==> src/hw/mem_pkg.sv <==
package mem_pkg;

    // ============================================================
    // Memory-side widths
    // ============================================================
    localparam int ADDR_W = 32;
    localparam int WORD_W = 32;
    localparam int STRB_W = WORD_W / 8;

    typedef logic [ADDR_W-1:0] addr_t;
    typedef logic [WORD_W-1:0] word_t;
    typedef logic [STRB_W-1:0] strb_t;

    // Access size of a memory uop
    typedef enum logic [1:0] {
        MSZ_B = 2'd0,
        MSZ_H = 2'd1,
        MSZ_W = 2'd2
    } mem_size_e;

    // Word-aligned store request, data already placed in its lanes
    typedef struct packed {
        addr_t addr;
        word_t data;
        strb_t strb;
    } dmem_store_t;

endpackage

==> src/hw/lsu_pkg.sv <==
package lsu_pkg;

    localparam int ROB_W    = 6;
    localparam int PHYS_W   = 6;
    localparam int SQ_DEPTH = 4;
    localparam int SQ_IDX_W = 2;

    typedef logic [ROB_W-1:0]  rob_idx_t;
    typedef logic [PHYS_W-1:0] preg_t;

    // ============================================================
    // Core-side records
    // ============================================================
    typedef struct packed {
        rob_idx_t           rob_idx;
        mem_pkg::mem_size_e size;
    } sq_alloc_t;

    typedef struct packed {
        rob_idx_t       rob_idx;
        mem_pkg::addr_t base;
        mem_pkg::word_t imm;
        mem_pkg::word_t value;
    } store_exec_t;

    typedef struct packed {
        rob_idx_t           rob_idx;
        preg_t              preg;
        mem_pkg::addr_t     base;
        mem_pkg::word_t     imm;
        mem_pkg::mem_size_e size;
        logic               is_unsigned;
    } load_uop_t;

    // Data is kept lane-aligned, strb marks the written bytes
    typedef struct packed {
        rob_idx_t           rob_idx;
        mem_pkg::mem_size_e size;
        mem_pkg::addr_t     addr;
        mem_pkg::word_t     data;
        mem_pkg::strb_t     strb;
        logic               addr_rdy;
        logic               data_rdy;
        logic               committed;
    } sq_entry_t;

    typedef struct packed {
        rob_idx_t       rob_idx;
        preg_t          preg;
        mem_pkg::word_t data;
    } load_wb_t;

endpackage

==> src/hw/lsu_agu.sv <==
`timescale 1ns/1ps

module lsu_agu (
    input  mem_pkg::addr_t     base,
    input  mem_pkg::word_t     imm,
    input  mem_pkg::mem_size_e size,
    output mem_pkg::addr_t     addr,
    output mem_pkg::strb_t     lanes
);

    logic [1:0] off;

    assign addr = base + imm;
    assign off  = addr[1:0];

    // Byte lanes touched inside the 32-bit word
    // Halves and words are assumed naturally aligned
    always_comb begin
        case (size)
            mem_pkg::MSZ_B: begin
                lanes = 4'b0001 << off;
            end
            mem_pkg::MSZ_H: begin
                lanes = 4'b0011 << {off[1], 1'b0};
            end
            mem_pkg::MSZ_W: begin
                lanes = 4'b1111;
            end
            default: begin
                lanes = 4'b0000;
            end
        endcase
    end

endmodule

==> src/hw/lsu_store_queue.sv <==
`timescale 1ns/1ps

module lsu_store_queue (
    input  logic                 clk,
    input  logic                 rst_n,
    input  logic                 flush,

    input  logic                 alloc_valid,
    output logic                 alloc_ready,
    input  lsu_pkg::sq_alloc_t   alloc,

    input  logic                 st_exec_valid,
    input  lsu_pkg::store_exec_t st_exec,
    input  mem_pkg::addr_t       st_addr,
    input  mem_pkg::strb_t       st_lanes,

    input  logic                 commit_valid,
    input  lsu_pkg::rob_idx_t    commit_rob_idx,

    output lsu_pkg::sq_entry_t   entries [lsu_pkg::SQ_DEPTH],
    output logic [lsu_pkg::SQ_DEPTH-1:0] entry_valid,

    output logic                 dmem_st_valid,
    input  logic                 dmem_st_ready,
    output mem_pkg::dmem_store_t dmem_st
);

    logic [lsu_pkg::SQ_IDX_W-1:0] head;
    logic [lsu_pkg::SQ_IDX_W-1:0] tail;
    logic [lsu_pkg::SQ_IDX_W:0]   count;

    logic alloc_fire;
    logic head_send;
    logic st_fire;

    assign alloc_ready = (count != lsu_pkg::SQ_DEPTH);
    assign alloc_fire  = alloc_valid && alloc_ready;
    assign st_fire     = dmem_st_valid && dmem_st_ready;

    // Head is eligible once committed and filled, and not already on the port
    assign head_send = entry_valid[head] && !dmem_st_valid
                       && entries[head].committed
                       && entries[head].addr_rdy
                       && entries[head].data_rdy;

    // ============================================================
    // Pointers, valid bits and store port handshake
    // ============================================================
    always_ff @(posedge clk) begin
        if (!rst_n || flush) begin
            entry_valid   <= '0;
            head          <= '0;
            tail          <= '0;
            count         <= '0;
            dmem_st_valid <= 1'b0;
        end else begin
            if (alloc_fire) begin
                entry_valid[tail] <= 1'b1;
                tail              <= tail + 1'b1;
            end
            if (head_send) begin
                dmem_st_valid <= 1'b1;
            end else if (st_fire) begin
                dmem_st_valid     <= 1'b0;
                entry_valid[head] <= 1'b0;
                head              <= head + 1'b1;
            end
            case ({alloc_fire, st_fire})
                2'b10:   count <= count + 1'b1;
                2'b01:   count <= count - 1'b1;
                default: count <= count;
            endcase
        end
    end

    // Entry contents, qualified by entry_valid
    always_ff @(posedge clk) begin
        if (alloc_fire) begin
            entries[tail].rob_idx   <= alloc.rob_idx;
            entries[tail].size      <= alloc.size;
            entries[tail].addr_rdy  <= 1'b0;
            entries[tail].data_rdy  <= 1'b0;
            entries[tail].committed <= 1'b0;
        end
        for (int i = 0; i < lsu_pkg::SQ_DEPTH; i++) begin
            if (st_exec_valid && entry_valid[i] && entries[i].rob_idx == st_exec.rob_idx) begin
                entries[i].addr     <= st_addr;
                entries[i].data     <= st_exec.value << {st_addr[1:0], 3'b000};
                entries[i].strb     <= st_lanes;
                entries[i].addr_rdy <= 1'b1;
                entries[i].data_rdy <= 1'b1;
            end
            if (commit_valid && entry_valid[i] && entries[i].rob_idx == commit_rob_idx) begin
                entries[i].committed <= 1'b1;
            end
        end
        if (head_send) begin
            dmem_st.addr <= {entries[head].addr[31:2], 2'b00};
            dmem_st.data <= entries[head].data;
            dmem_st.strb <= entries[head].strb;
        end
    end

endmodule

==> src/hw/lsu_fwd_search.sv <==
`timescale 1ns/1ps

module lsu_fwd_search (
    input  lsu_pkg::sq_entry_t entries [lsu_pkg::SQ_DEPTH],
    input  logic [lsu_pkg::SQ_DEPTH-1:0] entry_valid,
    input  lsu_pkg::rob_idx_t  ld_rob_idx,
    input  mem_pkg::addr_t     ld_addr,
    input  mem_pkg::strb_t     ld_lanes,
    output logic               older_pending,
    output logic               fwd_hit,
    output logic               fwd_blocked,
    output mem_pkg::word_t     fwd_data
);

    logic [lsu_pkg::SQ_DEPTH-1:0] older;
    logic [lsu_pkg::SQ_DEPTH-1:0] overlap;
    logic                         found;
    lsu_pkg::rob_idx_t            best_rob;
    lsu_pkg::sq_entry_t           best;

    // Age is plain ROB order, indices never wrap between flushes
    always_comb begin
        for (int i = 0; i < lsu_pkg::SQ_DEPTH; i++) begin
            older[i]   = entry_valid[i] && (entries[i].rob_idx < ld_rob_idx);
            overlap[i] = older[i] && entries[i].addr_rdy
                         && (entries[i].addr[31:2] == ld_addr[31:2])
                         && |(entries[i].strb & ld_lanes);
        end
    end

    always_comb begin
        older_pending = 1'b0;
        for (int i = 0; i < lsu_pkg::SQ_DEPTH; i++) begin
            if (older[i] && !(entries[i].addr_rdy && entries[i].data_rdy)) begin
                older_pending = 1'b1;
            end
        end
    end

    // Youngest older overlapping store wins
    always_comb begin
        found    = 1'b0;
        best_rob = '0;
        best     = entries[0];
        for (int i = 0; i < lsu_pkg::SQ_DEPTH; i++) begin
            if (overlap[i] && (!found || entries[i].rob_idx > best_rob)) begin
                found    = 1'b1;
                best_rob = entries[i].rob_idx;
                best     = entries[i];
            end
        end
    end

    assign fwd_hit     = found && ((ld_lanes & ~best.strb) == 4'b0000);
    assign fwd_blocked = found && !fwd_hit;
    assign fwd_data    = best.data;

endmodule

==> src/hw/lsu_load_pipe.sv <==
`timescale 1ns/1ps

module lsu_load_pipe (
    input  logic               clk,
    input  logic               rst_n,
    input  logic               flush,
    input  logic               ld_valid,
    output logic               ld_ready,
    input  lsu_pkg::load_uop_t ld_req,
    input  mem_pkg::addr_t     ld_addr,
    input  logic               older_pending,
    input  logic               fwd_hit,
    input  logic               fwd_blocked,
    input  mem_pkg::word_t     fwd_data,
    output logic               dmem_ld_valid,
    input  logic               dmem_ld_ready,
    output mem_pkg::addr_t     dmem_ld_addr,
    input  logic               dmem_ld_resp_valid,
    input  mem_pkg::word_t     dmem_ld_resp_data,
    output logic               wb_valid,
    input  logic               wb_ready,
    output lsu_pkg::load_wb_t  wb
);

    typedef enum logic [1:0] {
        S_IDLE,
        S_ISSUE,
        S_WAIT_RESP
    } state_e;

    state_e             state;
    lsu_pkg::load_uop_t hold_req;
    mem_pkg::addr_t     hold_addr;
    logic               resp_stale;
    logic               accept;
    logic               fwd_enq;
    logic               mem_enq;

    function automatic mem_pkg::word_t extract(
        input mem_pkg::word_t     w,
        input logic [1:0]         off,
        input mem_pkg::mem_size_e size,
        input logic               is_unsigned
    );
        logic [7:0]  b;
        logic [15:0] h;
        b = w[{off, 3'b000} +: 8];
        h = w[{off[1], 4'b0000} +: 16];
        case (size)
            mem_pkg::MSZ_B: return is_unsigned ? {24'b0, b} : {{24{b[7]}}, b};
            mem_pkg::MSZ_H: return is_unsigned ? {16'b0, h} : {{16{h[15]}}, h};
            default:        return w;
        endcase
    endfunction

    // One load at a time, and none while a flushed response is still due
    assign ld_ready = ld_valid && (state == S_IDLE) && !resp_stale && !flush
                      && !older_pending && !fwd_blocked && (!wb_valid || wb_ready);
    assign accept   = ld_ready;
    assign fwd_enq  = accept && fwd_hit;
    assign mem_enq  = (state == S_WAIT_RESP) && dmem_ld_resp_valid;

    assign dmem_ld_valid = (state == S_ISSUE);
    assign dmem_ld_addr  = {hold_addr[31:2], 2'b00};

    // ============================================================
    // FSM and writeback valid
    // ============================================================
    always_ff @(posedge clk) begin
        if (!rst_n) begin
            state      <= S_IDLE;
            resp_stale <= 1'b0;
            wb_valid   <= 1'b0;
        end else if (flush) begin
            state      <= S_IDLE;
            wb_valid   <= 1'b0;
            resp_stale <= (state == S_WAIT_RESP && !dmem_ld_resp_valid)
                          || (dmem_ld_valid && dmem_ld_ready)
                          || (resp_stale && !dmem_ld_resp_valid);
        end else begin
            if (resp_stale && dmem_ld_resp_valid) begin
                resp_stale <= 1'b0;
            end
            case (state)
                S_IDLE: begin
                    if (accept && !fwd_hit) begin
                        state <= S_ISSUE;
                    end
                end
                S_ISSUE: begin
                    if (dmem_ld_ready) begin
                        state <= S_WAIT_RESP;
                    end
                end
                S_WAIT_RESP: begin
                    if (dmem_ld_resp_valid) begin
                        state <= S_IDLE;
                    end
                end
                default: state <= S_IDLE;
            endcase
            if (fwd_enq || mem_enq) begin
                wb_valid <= 1'b1;
            end else if (wb_ready) begin
                wb_valid <= 1'b0;
            end
        end
    end

    // Holding register and writeback payload
    always_ff @(posedge clk) begin
        if (accept && !fwd_hit) begin
            hold_req  <= ld_req;
            hold_addr <= ld_addr;
        end
        if (fwd_enq) begin
            wb.rob_idx <= ld_req.rob_idx;
            wb.preg    <= ld_req.preg;
            wb.data    <= extract(fwd_data, ld_addr[1:0], ld_req.size, ld_req.is_unsigned);
        end else if (mem_enq) begin
            wb.rob_idx <= hold_req.rob_idx;
            wb.preg    <= hold_req.preg;
            wb.data    <= extract(dmem_ld_resp_data, hold_addr[1:0], hold_req.size,
                                  hold_req.is_unsigned);
        end
    end

endmodule

==> src/hw/lsu_top.sv <==
`timescale 1ns/1ps

module lsu_top (
    input  logic                 clk,
    input  logic                 rst_n,
    input  logic                 flush,
    input  logic                 alloc_valid,
    output logic                 alloc_ready,
    input  lsu_pkg::sq_alloc_t   alloc,
    input  logic                 st_exec_valid,
    input  lsu_pkg::store_exec_t st_exec,
    input  logic                 commit_valid,
    input  lsu_pkg::rob_idx_t    commit_rob_idx,
    input  logic                 ld_valid,
    output logic                 ld_ready,
    input  lsu_pkg::load_uop_t   ld_req,
    output logic                 dmem_st_valid,
    input  logic                 dmem_st_ready,
    output mem_pkg::dmem_store_t dmem_st,
    output logic                 dmem_ld_valid,
    input  logic                 dmem_ld_ready,
    output mem_pkg::addr_t       dmem_ld_addr,
    input  logic                 dmem_ld_resp_valid,
    input  mem_pkg::word_t       dmem_ld_resp_data,
    output logic                 wb_valid,
    input  logic                 wb_ready,
    output lsu_pkg::load_wb_t    wb
);

    lsu_pkg::sq_entry_t           sq_entries [lsu_pkg::SQ_DEPTH];
    logic [lsu_pkg::SQ_DEPTH-1:0] sq_valid;
    mem_pkg::mem_size_e           st_size;
    mem_pkg::addr_t               st_addr;
    mem_pkg::strb_t               st_lanes;
    mem_pkg::addr_t               ld_addr;
    mem_pkg::strb_t               ld_lanes;
    logic                         older_pending;
    logic                         fwd_hit;
    logic                         fwd_blocked;
    mem_pkg::word_t               fwd_data;

    // Store size was recorded at allocation, look it up by ROB index
    always_comb begin
        st_size = mem_pkg::MSZ_W;
        for (int i = 0; i < lsu_pkg::SQ_DEPTH; i++) begin
            if (sq_valid[i] && sq_entries[i].rob_idx == st_exec.rob_idx) begin
                st_size = sq_entries[i].size;
            end
        end
    end

    lsu_agu u_st_agu (
        .base  (st_exec.base),
        .imm   (st_exec.imm),
        .size  (st_size),
        .addr  (st_addr),
        .lanes (st_lanes)
    );

    lsu_agu u_ld_agu (
        .base  (ld_req.base),
        .imm   (ld_req.imm),
        .size  (ld_req.size),
        .addr  (ld_addr),
        .lanes (ld_lanes)
    );

    lsu_store_queue u_sq (
        .clk            (clk),
        .rst_n          (rst_n),
        .flush          (flush),
        .alloc_valid    (alloc_valid),
        .alloc_ready    (alloc_ready),
        .alloc          (alloc),
        .st_exec_valid  (st_exec_valid),
        .st_exec        (st_exec),
        .st_addr        (st_addr),
        .st_lanes       (st_lanes),
        .commit_valid   (commit_valid),
        .commit_rob_idx (commit_rob_idx),
        .entries        (sq_entries),
        .entry_valid    (sq_valid),
        .dmem_st_valid  (dmem_st_valid),
        .dmem_st_ready  (dmem_st_ready),
        .dmem_st        (dmem_st)
    );

    lsu_fwd_search u_fwd (
        .entries       (sq_entries),
        .entry_valid   (sq_valid),
        .ld_rob_idx    (ld_req.rob_idx),
        .ld_addr       (ld_addr),
        .ld_lanes      (ld_lanes),
        .older_pending (older_pending),
        .fwd_hit       (fwd_hit),
        .fwd_blocked   (fwd_blocked),
        .fwd_data      (fwd_data)
    );

    lsu_load_pipe u_ld_pipe (
        .clk                (clk),
        .rst_n              (rst_n),
        .flush              (flush),
        .ld_valid           (ld_valid),
        .ld_ready           (ld_ready),
        .ld_req             (ld_req),
        .ld_addr            (ld_addr),
        .older_pending      (older_pending),
        .fwd_hit            (fwd_hit),
        .fwd_blocked        (fwd_blocked),
        .fwd_data           (fwd_data),
        .dmem_ld_valid      (dmem_ld_valid),
        .dmem_ld_ready      (dmem_ld_ready),
        .dmem_ld_addr       (dmem_ld_addr),
        .dmem_ld_resp_valid (dmem_ld_resp_valid),
        .dmem_ld_resp_data  (dmem_ld_resp_data),
        .wb_valid           (wb_valid),
        .wb_ready           (wb_ready),
        .wb                 (wb)
    );

endmodule

==> config.mk <==
export PLATFORM = sky130hd
export DESIGN_NAME = lsu_top
export DESIGN_NICKNAME = d
export VERILOG_FILES = /design/src/hw/mem_pkg.sv /design/src/hw/lsu_pkg.sv /design/src/hw/lsu_agu.sv /design/src/hw/lsu_store_queue.sv /design/src/hw/lsu_fwd_search.sv /design/src/hw/lsu_load_pipe.sv /design/src/hw/lsu_top.sv
export SDC_FILE = /design/constraint.sdc
export NUM_CORES = 1
export LEC_CHECK = 0
export BUFFER_PORTS_ARGS = -buffer_cell sky130_fd_sc_hd__buf_4
export CORE_AREA = 8 8 339 341
export DETAILED_ROUTE_END_ITERATION = 10
export DIE_AREA = 0 0 347 349
export SETUP_SLACK_MARGIN = 0.15
export SLEW_MARGIN = 20
export SYNTH_ARGS = -nofsm -noshare
export SYNTH_HDL_FRONTEND = slang
export SYNTH_HIERARCHICAL = 1
export SYNTH_SLANG_ARGS = --single-unit
==> constraint.sdc <==
create_clock -name clk -period 10.15 [get_ports clk]
set_input_delay 0.5075 -clock clk [delete_from_list [all_inputs] [get_ports clk]]
set_output_delay 0.5075 -clock clk [all_outputs]
set_load 0.02 [all_outputs]
# [Word-level counts from Yosys, hierarchy flattened]
# Cells that the tools add are included.
# Widths: inputs -> output; s select.
[word_totals] ff_bits=489 inputBits=238 out_inout_bits=149 wordCells=306
[classes] addsub=6 order_cmp=14 eq_ne=25 shift=9 mux=72 n_bitwise=13 n_reduce_logical=116
[op_table] operator="$bwmux 316" n=5
[op_table] operator="$demux 79 s2" n=5
[op_table] operator="$mux 308" n=1
[op_table] operator="$mux 70" n=4
[op_table] operator="$bmux 79 s2" n=1
[op_table] operator="$mux 71" n=2
[op_table] operator="$mux 32" n=4
[op_table] operator="$pmux 32 s2" n=2
[op_table] operator="$eq 30x30->1" n=4
[op_table] operator="$mux 39" n=3
[op_table] operator="$mux 44" n=2
[op_table] operator="$mux 79" n=1
[op_table] operator="$mux 73" n=1
[op_table] operator="$logic_and 1x1->1" n=71
[op_table] operator="$add 32x32->32" n=2
[op_table] operator="$shiftx 32x6->16" n=2
[op_table] operator="$shiftx 32x6->8" n=2
[op_table] operator="$eq 6x6->1" n=8
[op_table] operator="$shl 32x5->32" n=1
[op_table] operator="$and 4x4->4" n=6
[op_table] operator="$lt 6x6->1" n=4
[op_table] operator="$pmux 4 s3" n=2
[op_table] operator="$gt 6x6->1" n=3
[op_table] operator="$mux 1" n=18
[op_table] operator="34 further kinds" n=101

# [Depth between registers and ports, before layout]
[depth] word_depth=31 ltp_mapped=53 depth_no_buf=50

# [By module]
# The synthesis kept the hierarchy.
[modules_own_cells] mod="lsu_store_queue" n_inst=1 cells_per_inst=1071 area_each_um2=16610.9 seq_area_each_um2=11511.0
[modules_own_cells] mod="lsu_load_pipe" n_inst=1 cells_per_inst=407 area_each_um2=4799.6 seq_area_each_um2=2812.7
[modules_own_cells] mod="lsu_fwd_search" n_inst=1 cells_per_inst=523 area_each_um2=3883.7 seq_area_each_um2=0.0
[modules_own_cells] mod="lsu_agu" n_inst=2 cells_per_inst=259 area_each_um2=1818.0 seq_area_each_um2=0.0
[modules_own_cells] mod="lsu_top" n_inst=1 cells_per_inst=48 area_each_um2=366.6 seq_area_each_um2=0.0

# [Worst setup path after synthesis]
# Ideal clock, no wire load.
[synth_path] kind="input-to-reg" from="in ld_req[35] (netlist name)" to="reg u_ld_pipe.hold_addr[0] (enable)" setup_time_ns=0.453 t_arrival_ns=10.749 required_time_ns=9.697 path_slack_ns=-1.053 path_stages=50 path_buffers=3 path_cell_list="ha_1 inv_1 fa_1 nor2b_4 o31a_1 o2111a_2 nor3_4 o41ai_4 a311oi_2 xnor2_1 xor2_1 nor4_1 nand2_1 nor4_1 and3_1 clkbuf_1 and2_1 inv_1 [14 not listed] clkbuf_1 o21ai_1 o31ai_1 ha_1 nor2b_1 o21a_1 o21a_1 o21ai_0 a21oi_1 a21oi_1 nor4_1 buf_2 mux2i_1 a22o_1 o32a_1 nor4_4 nand3_1 nor2_1"
[synth_via] word_cells_on_any_way=56 cone_classes="add/sub: 1; order compare: 3; eq/ne: 4; shift: 2; mux: 11; bitwise: 6; reduce/logical: 29"
[synth_lines] item="start, declared" line="lsu_top.sv:16" source="input lsu_pkg::load_uop_t ld_req,"
[synth_lines] item="$add 32x32->32 *" line="lsu_agu.sv:13" source="assign addr = base + imm;"
[synth_lines] item="named net ld_addr[26]" line="lsu_top.sv:35" source="mem_pkg::addr_t ld_addr;"
[synth_lines] item="$eq 30x30->1" line="lsu_fwd_search.sv:26" source="&& (entries[i].addr[31:2] == ld_addr[31:2])"
[synth_lines] item="$logic_and 1x1->1" line="lsu_fwd_search.sv:26"
[synth_lines] item="$logic_and 1x1->1" line="lsu_fwd_search.sv:27" source="&& |(entries[i].strb & ld_lanes);"
[synth_lines] item="$mux 6 / $mux 1 (equally long branches)" line="lsu_fwd_search.sv:46" source="if (overlap[i] && (!found || entries[i].rob_idx > best_rob)) begin"
[synth_lines] item="$gt 6x6->1 / $logic_not 1->1 (equally long branches)" line="lsu_fwd_search.sv:46"
[synth_lines] item="$logic_or 1x1->1" line="lsu_fwd_search.sv:46"
[synth_lines] item="[12 not listed]"
[synth_lines] item="$logic_not 4->1" line="lsu_fwd_search.sv:54" source="assign fwd_hit = found && ((ld_lanes & ~best.strb) == 4'b0000);"
[synth_lines] item="$logic_and 1x1->1" line="lsu_fwd_search.sv:54"
[synth_lines] item="$logic_not 1->1" line="lsu_fwd_search.sv:55" source="assign fwd_blocked = found && !fwd_hit;"
[synth_lines] item="$logic_and 1x1->1 *" line="lsu_fwd_search.sv:55"
[synth_lines] item="named net fwd_blocked" line="lsu_top.sv:39" source="logic fwd_blocked;"
[synth_lines] item="$logic_not 1->1 *" line="lsu_load_pipe.sv:58" source="&& !older_pending && !fwd_blocked && (!wb_valid || wb_ready);"
[synth_lines] item="$logic_and 1x1->1 * (2 in series)" line="lsu_load_pipe.sv:58"
[synth_lines] item="$logic_and 1x1->1 *" line="lsu_load_pipe.sv:112" source="if (accept && !fwd_hit) begin"
[synth_lines] item="end signal, assigned" line="lsu_load_pipe.sv:114" source="hold_addr <= ld_addr;"
[synth_lines] item="end, declared" line="lsu_load_pipe.sv:33" source="mem_pkg::addr_t hold_addr;"
# Mark *: on every way through the listed nets, which the timed path passes. The rest lies on a longest branch.
# A chain may end at the register's enable or synchronous reset.

# [Final worst setup path]
[layout_path] from="in ld_req[3] (netlist name)" to="out ld_ready"
[layout_via] word_cells_on_any_way=55 cone_classes="add/sub: 1; order compare: 3; eq/ne: 4; shift: 2; mux: 11; bitwise: 6; reduce/logical: 28"
[layout_lines] item="$add 32x32->32 *" line="lsu_agu.sv:13"
[layout_lines] item="named net ld_addr[26]" line="lsu_top.sv:35"
[layout_lines] item="$eq 30x30->1" line="lsu_fwd_search.sv:26"
[layout_lines] item="$logic_and 1x1->1" line="lsu_fwd_search.sv:26"
[layout_lines] item="$logic_and 1x1->1" line="lsu_fwd_search.sv:27"
[layout_lines] item="$mux 6 / $mux 1 (equally long branches)" line="lsu_fwd_search.sv:46"
[layout_lines] item="$gt 6x6->1 / $logic_not 1->1 (equally long branches)" line="lsu_fwd_search.sv:46"
[layout_lines] item="$logic_or 1x1->1" line="lsu_fwd_search.sv:46"
[layout_lines] item="[11 not listed]"
[layout_lines] item="$and 4x4->4" line="lsu_fwd_search.sv:54"
[layout_lines] item="$logic_not 4->1" line="lsu_fwd_search.sv:54"
[layout_lines] item="$logic_and 1x1->1" line="lsu_fwd_search.sv:54"
[layout_lines] item="$logic_not 1->1" line="lsu_fwd_search.sv:55"
[layout_lines] item="$logic_and 1x1->1 *" line="lsu_fwd_search.sv:55"
[layout_lines] item="named net fwd_blocked" line="lsu_top.sv:39"
[layout_lines] item="$logic_not 1->1 *" line="lsu_load_pipe.sv:58"
[layout_lines] item="$logic_and 1x1->1 * (2 in series)" line="lsu_load_pipe.sv:58"
[layout_lines] item="end, declared" line="lsu_top.sv:15" source="output logic ld_ready,"
# Marks and branches as above.

==> impl_metrics.env <==
export IMPL_period_share_pct=99.9
export IMPL_wl_per_cell_um=25.2
export IMPL_synthCells=2550
export IMPL_timing_max_transition_violations_final=0
export IMPL_start_kind="input pin"
export IMPL_clk_pin_slew_ps=60
export IMPL_cts_tree="built"
export IMPL_firstDrtPassIters=5
export IMPL_grt_overflow_total=0
export IMPL_setup_violations=0
export IMPL_use_met2_pct=29.3
export IMPL_fin_crit_ps=10140
export IMPL_drc_errors=0
export IMPL_status="finished clean"
export IMPL_crit_path_frequent_cell="buf_4"
export IMPL_netlist_area_mm2=0.0290
export IMPL_arrival_ps=9630
export IMPL_power_switching_mw=1.47
export IMPL_insertion_delay_ps=630
export IMPL_max_slew_margin_pct=8.84
export IMPL_syn2layout_area_growth_pct=28.3
export IMPL_p_sw_share_pct=28.2
export IMPL_yosysWarnings=6
export IMPL_dieArea_mm2=0.121
export IMPL_rows=122
export IMPL_cts_buffers=52
export IMPL_p_clk_share_pct=38.9
export IMPL_peakVddDrop_v=0.000128
export IMPL_path_max_fanout=19
export IMPL_postPlaceCellArea_mm2=0.0339
export IMPL_rsz0062_at_grt="yes"
export IMPL_stdcell_area_mm2=0.0372
export IMPL_critPathCaptureType="primary output"
export IMPL_core_area_mm2=0.110
export IMPL_gp_congestion=0.931
export IMPL_pwr_share_seq_pct=41.6
export IMPL_power_internal_mw=3.76
export IMPL_cts_root_buf="clkbuf_16"
export IMPL_vias=23500
export IMPL_hold_viol_final=0
export IMPL_hold_path_class="in2reg"
export IMPL_htreeDepth=2
export IMPL_nets=3369
export IMPL_post_dp_hpwl_um=79900
export IMPL_worst_pin_slew_ps=1370
export IMPL_fin_skew_ps=27.9
export IMPL_pre_cts_ws_ps=-500
export IMPL_fmax_mhz=98.6
export IMPL_antenna_found_initial=11
export IMPL_pin_count=387
export IMPL_drive_gt1_share_pct=30.5
export IMPL_cts_buffer_depth=3
export IMPL_drt_iter0_markers=2152
export IMPL_ant_nets=0
export IMPL_p_leak_nw=13.9
export IMPL_wirelength_um=113000
export IMPL_required_ps=9640
export IMPL_setup_tns_ps=0
export IMPL_via_per_inst=5.22
export IMPL_port_buffers=382
export IMPL_slowest_delay_ps=400
export IMPL_synth_avg_cell_area_um2=11.4
export IMPL_cpMaxStageDelayCell="o41ai_4"
export IMPL_cap_viol_max_count=0
export IMPL_grt_max_degree=69
export IMPL_grt_pass1_wl_um=158000
export IMPL_die_y_um=349
export IMPL_worst_slack_ps=10.7
export IMPL_clock_sink_count=477
export IMPL_grt_busiest_layer="met2"
export IMPL_power_frac_comb_pct=19.5
export IMPL_grt_usage_pct=17.2
export IMPL_fp_dieW_um=347
export IMPL_use_met3_pct=2.97
export IMPL_crit_type="in2out"
export IMPL_cellPowerDensity_mw_per_mm2=140
export IMPL_first_global_vias=23000
export IMPL_grt_use_met1_pct=22.1
export IMPL_initial_core_util_pct=26.5
registers in the layout (all words and copies together) (netlist names):
register	flops
u_ld_pipe/hold_addr	32
u_ld_pipe/hold_req	15
u_ld_pipe/resp_stale	1
u_ld_pipe/state	2
u_ld_pipe/wb	44
u_ld_pipe/wb_valid	1
u_sq/count	3
u_sq/dmem_st	66
u_sq/dmem_st_valid	1
u_sq/entries	304
u_sq/entry_valid	4
u_sq/head	2
u_sq/tail	2
routing by layer:
layer  part of all wire [%]  wire, um  vias up
met4                    3.3      3740        4
met3                    7.8      8880      183
li1                       -         -    10500
met5                  0.019        22        -
met1                     40     45300    11700
met2                     49     55200     1117
stage by stage:
stage / utilization, % / power, mW / cells / hold slack [ps]
floorplan: - / 2.75 / 2552 / 441
global placement: 30.9 / 3.16 / 4322 / 468
detailed placement: 30.9 / 3.16 / 4322 / 469
CTS: 33.1 / 5.21 / 4452 / 32.3
global route: 34.0 / 5.39 / 4495 / 48.9
finish: 34.0 / 5.23 / 4497 / 63.8
final timing paths:
check                                            to  cells after the start  slack (ps)                           from
setup / recovery                           ld_ready                     56          10                      ld_req[3]
setup reg to reg  u_ld_pipe/hold_addr[12]$_DFFE_PP_                     50        1060    u_sq/entries[312]$_DFFE_PP_
hold reg to reg       u_sq/entries[79]$_SDFFE_PP1P_                      1         480  u_sq/entries[79]$_SDFFE_PP1P_
hold / removal     u_ld_pipe/hold_req[70]$_DFFE_PP_                      1          60                     ld_req[70]
power by group through the flow:
stage | logic (mW) | registers (mW) | clock network [mW]
3_3_place_gp | 0.937 | 2.22 | 0
5_1_grt | 1.08 | 2.18 | 2.13
6_report | 1.02 | 2.18 | 2.03
4_1_cts | 0.961 | 2.18 | 2.07
3_5_place_dp | 0.936 | 2.22 | 0
2_1_floorplan | 0.536 | 2.21 | 0
what timing repair did:
item | in CTS | in global routing
gates cloned | 0 | 16
resized for setup | 49 | 107
pin swaps | 32 | 59
endpoints found under the setup margin | 53 | 138
hold buffers | 0 | 0
buffers inserted | 33 | 20
layout by cell type (no fill, tap or decap), drive strengths merged, types with 38 or more instances in the layout:
cell and count:
inv 99, nand2 150, ha 109, nor2 129, a21oi 163, a21o 38, mux2i 89, nand3 39
o21ai 59, nor3 294, clkbuf 73, edfxtp 453, xnor2 96, buf 594, mux4 67, mux2 56
xor2 155
critical path: cells and delay by family:
family | cells | cell delay (ps)
mux | 2 | 270
compound gates | 10 | 2550
buf+inv | 29 | 3600
xor+xnor | 2 | 340
simple gates | 10 | 1580
fa+ha+maj | 3 | 760
cell type report:
type	count	area, um^2
clock buffers	63	1370
diodes	9	22.5
inverters	98	368
flip-flops and latches	477	14100
fillers	10900	72400
repair buffers	604	4960
clock inverters	34	437
multi-input cells	1786	14200
well taps	1426	1780
(Power assumes the default switching activity.)
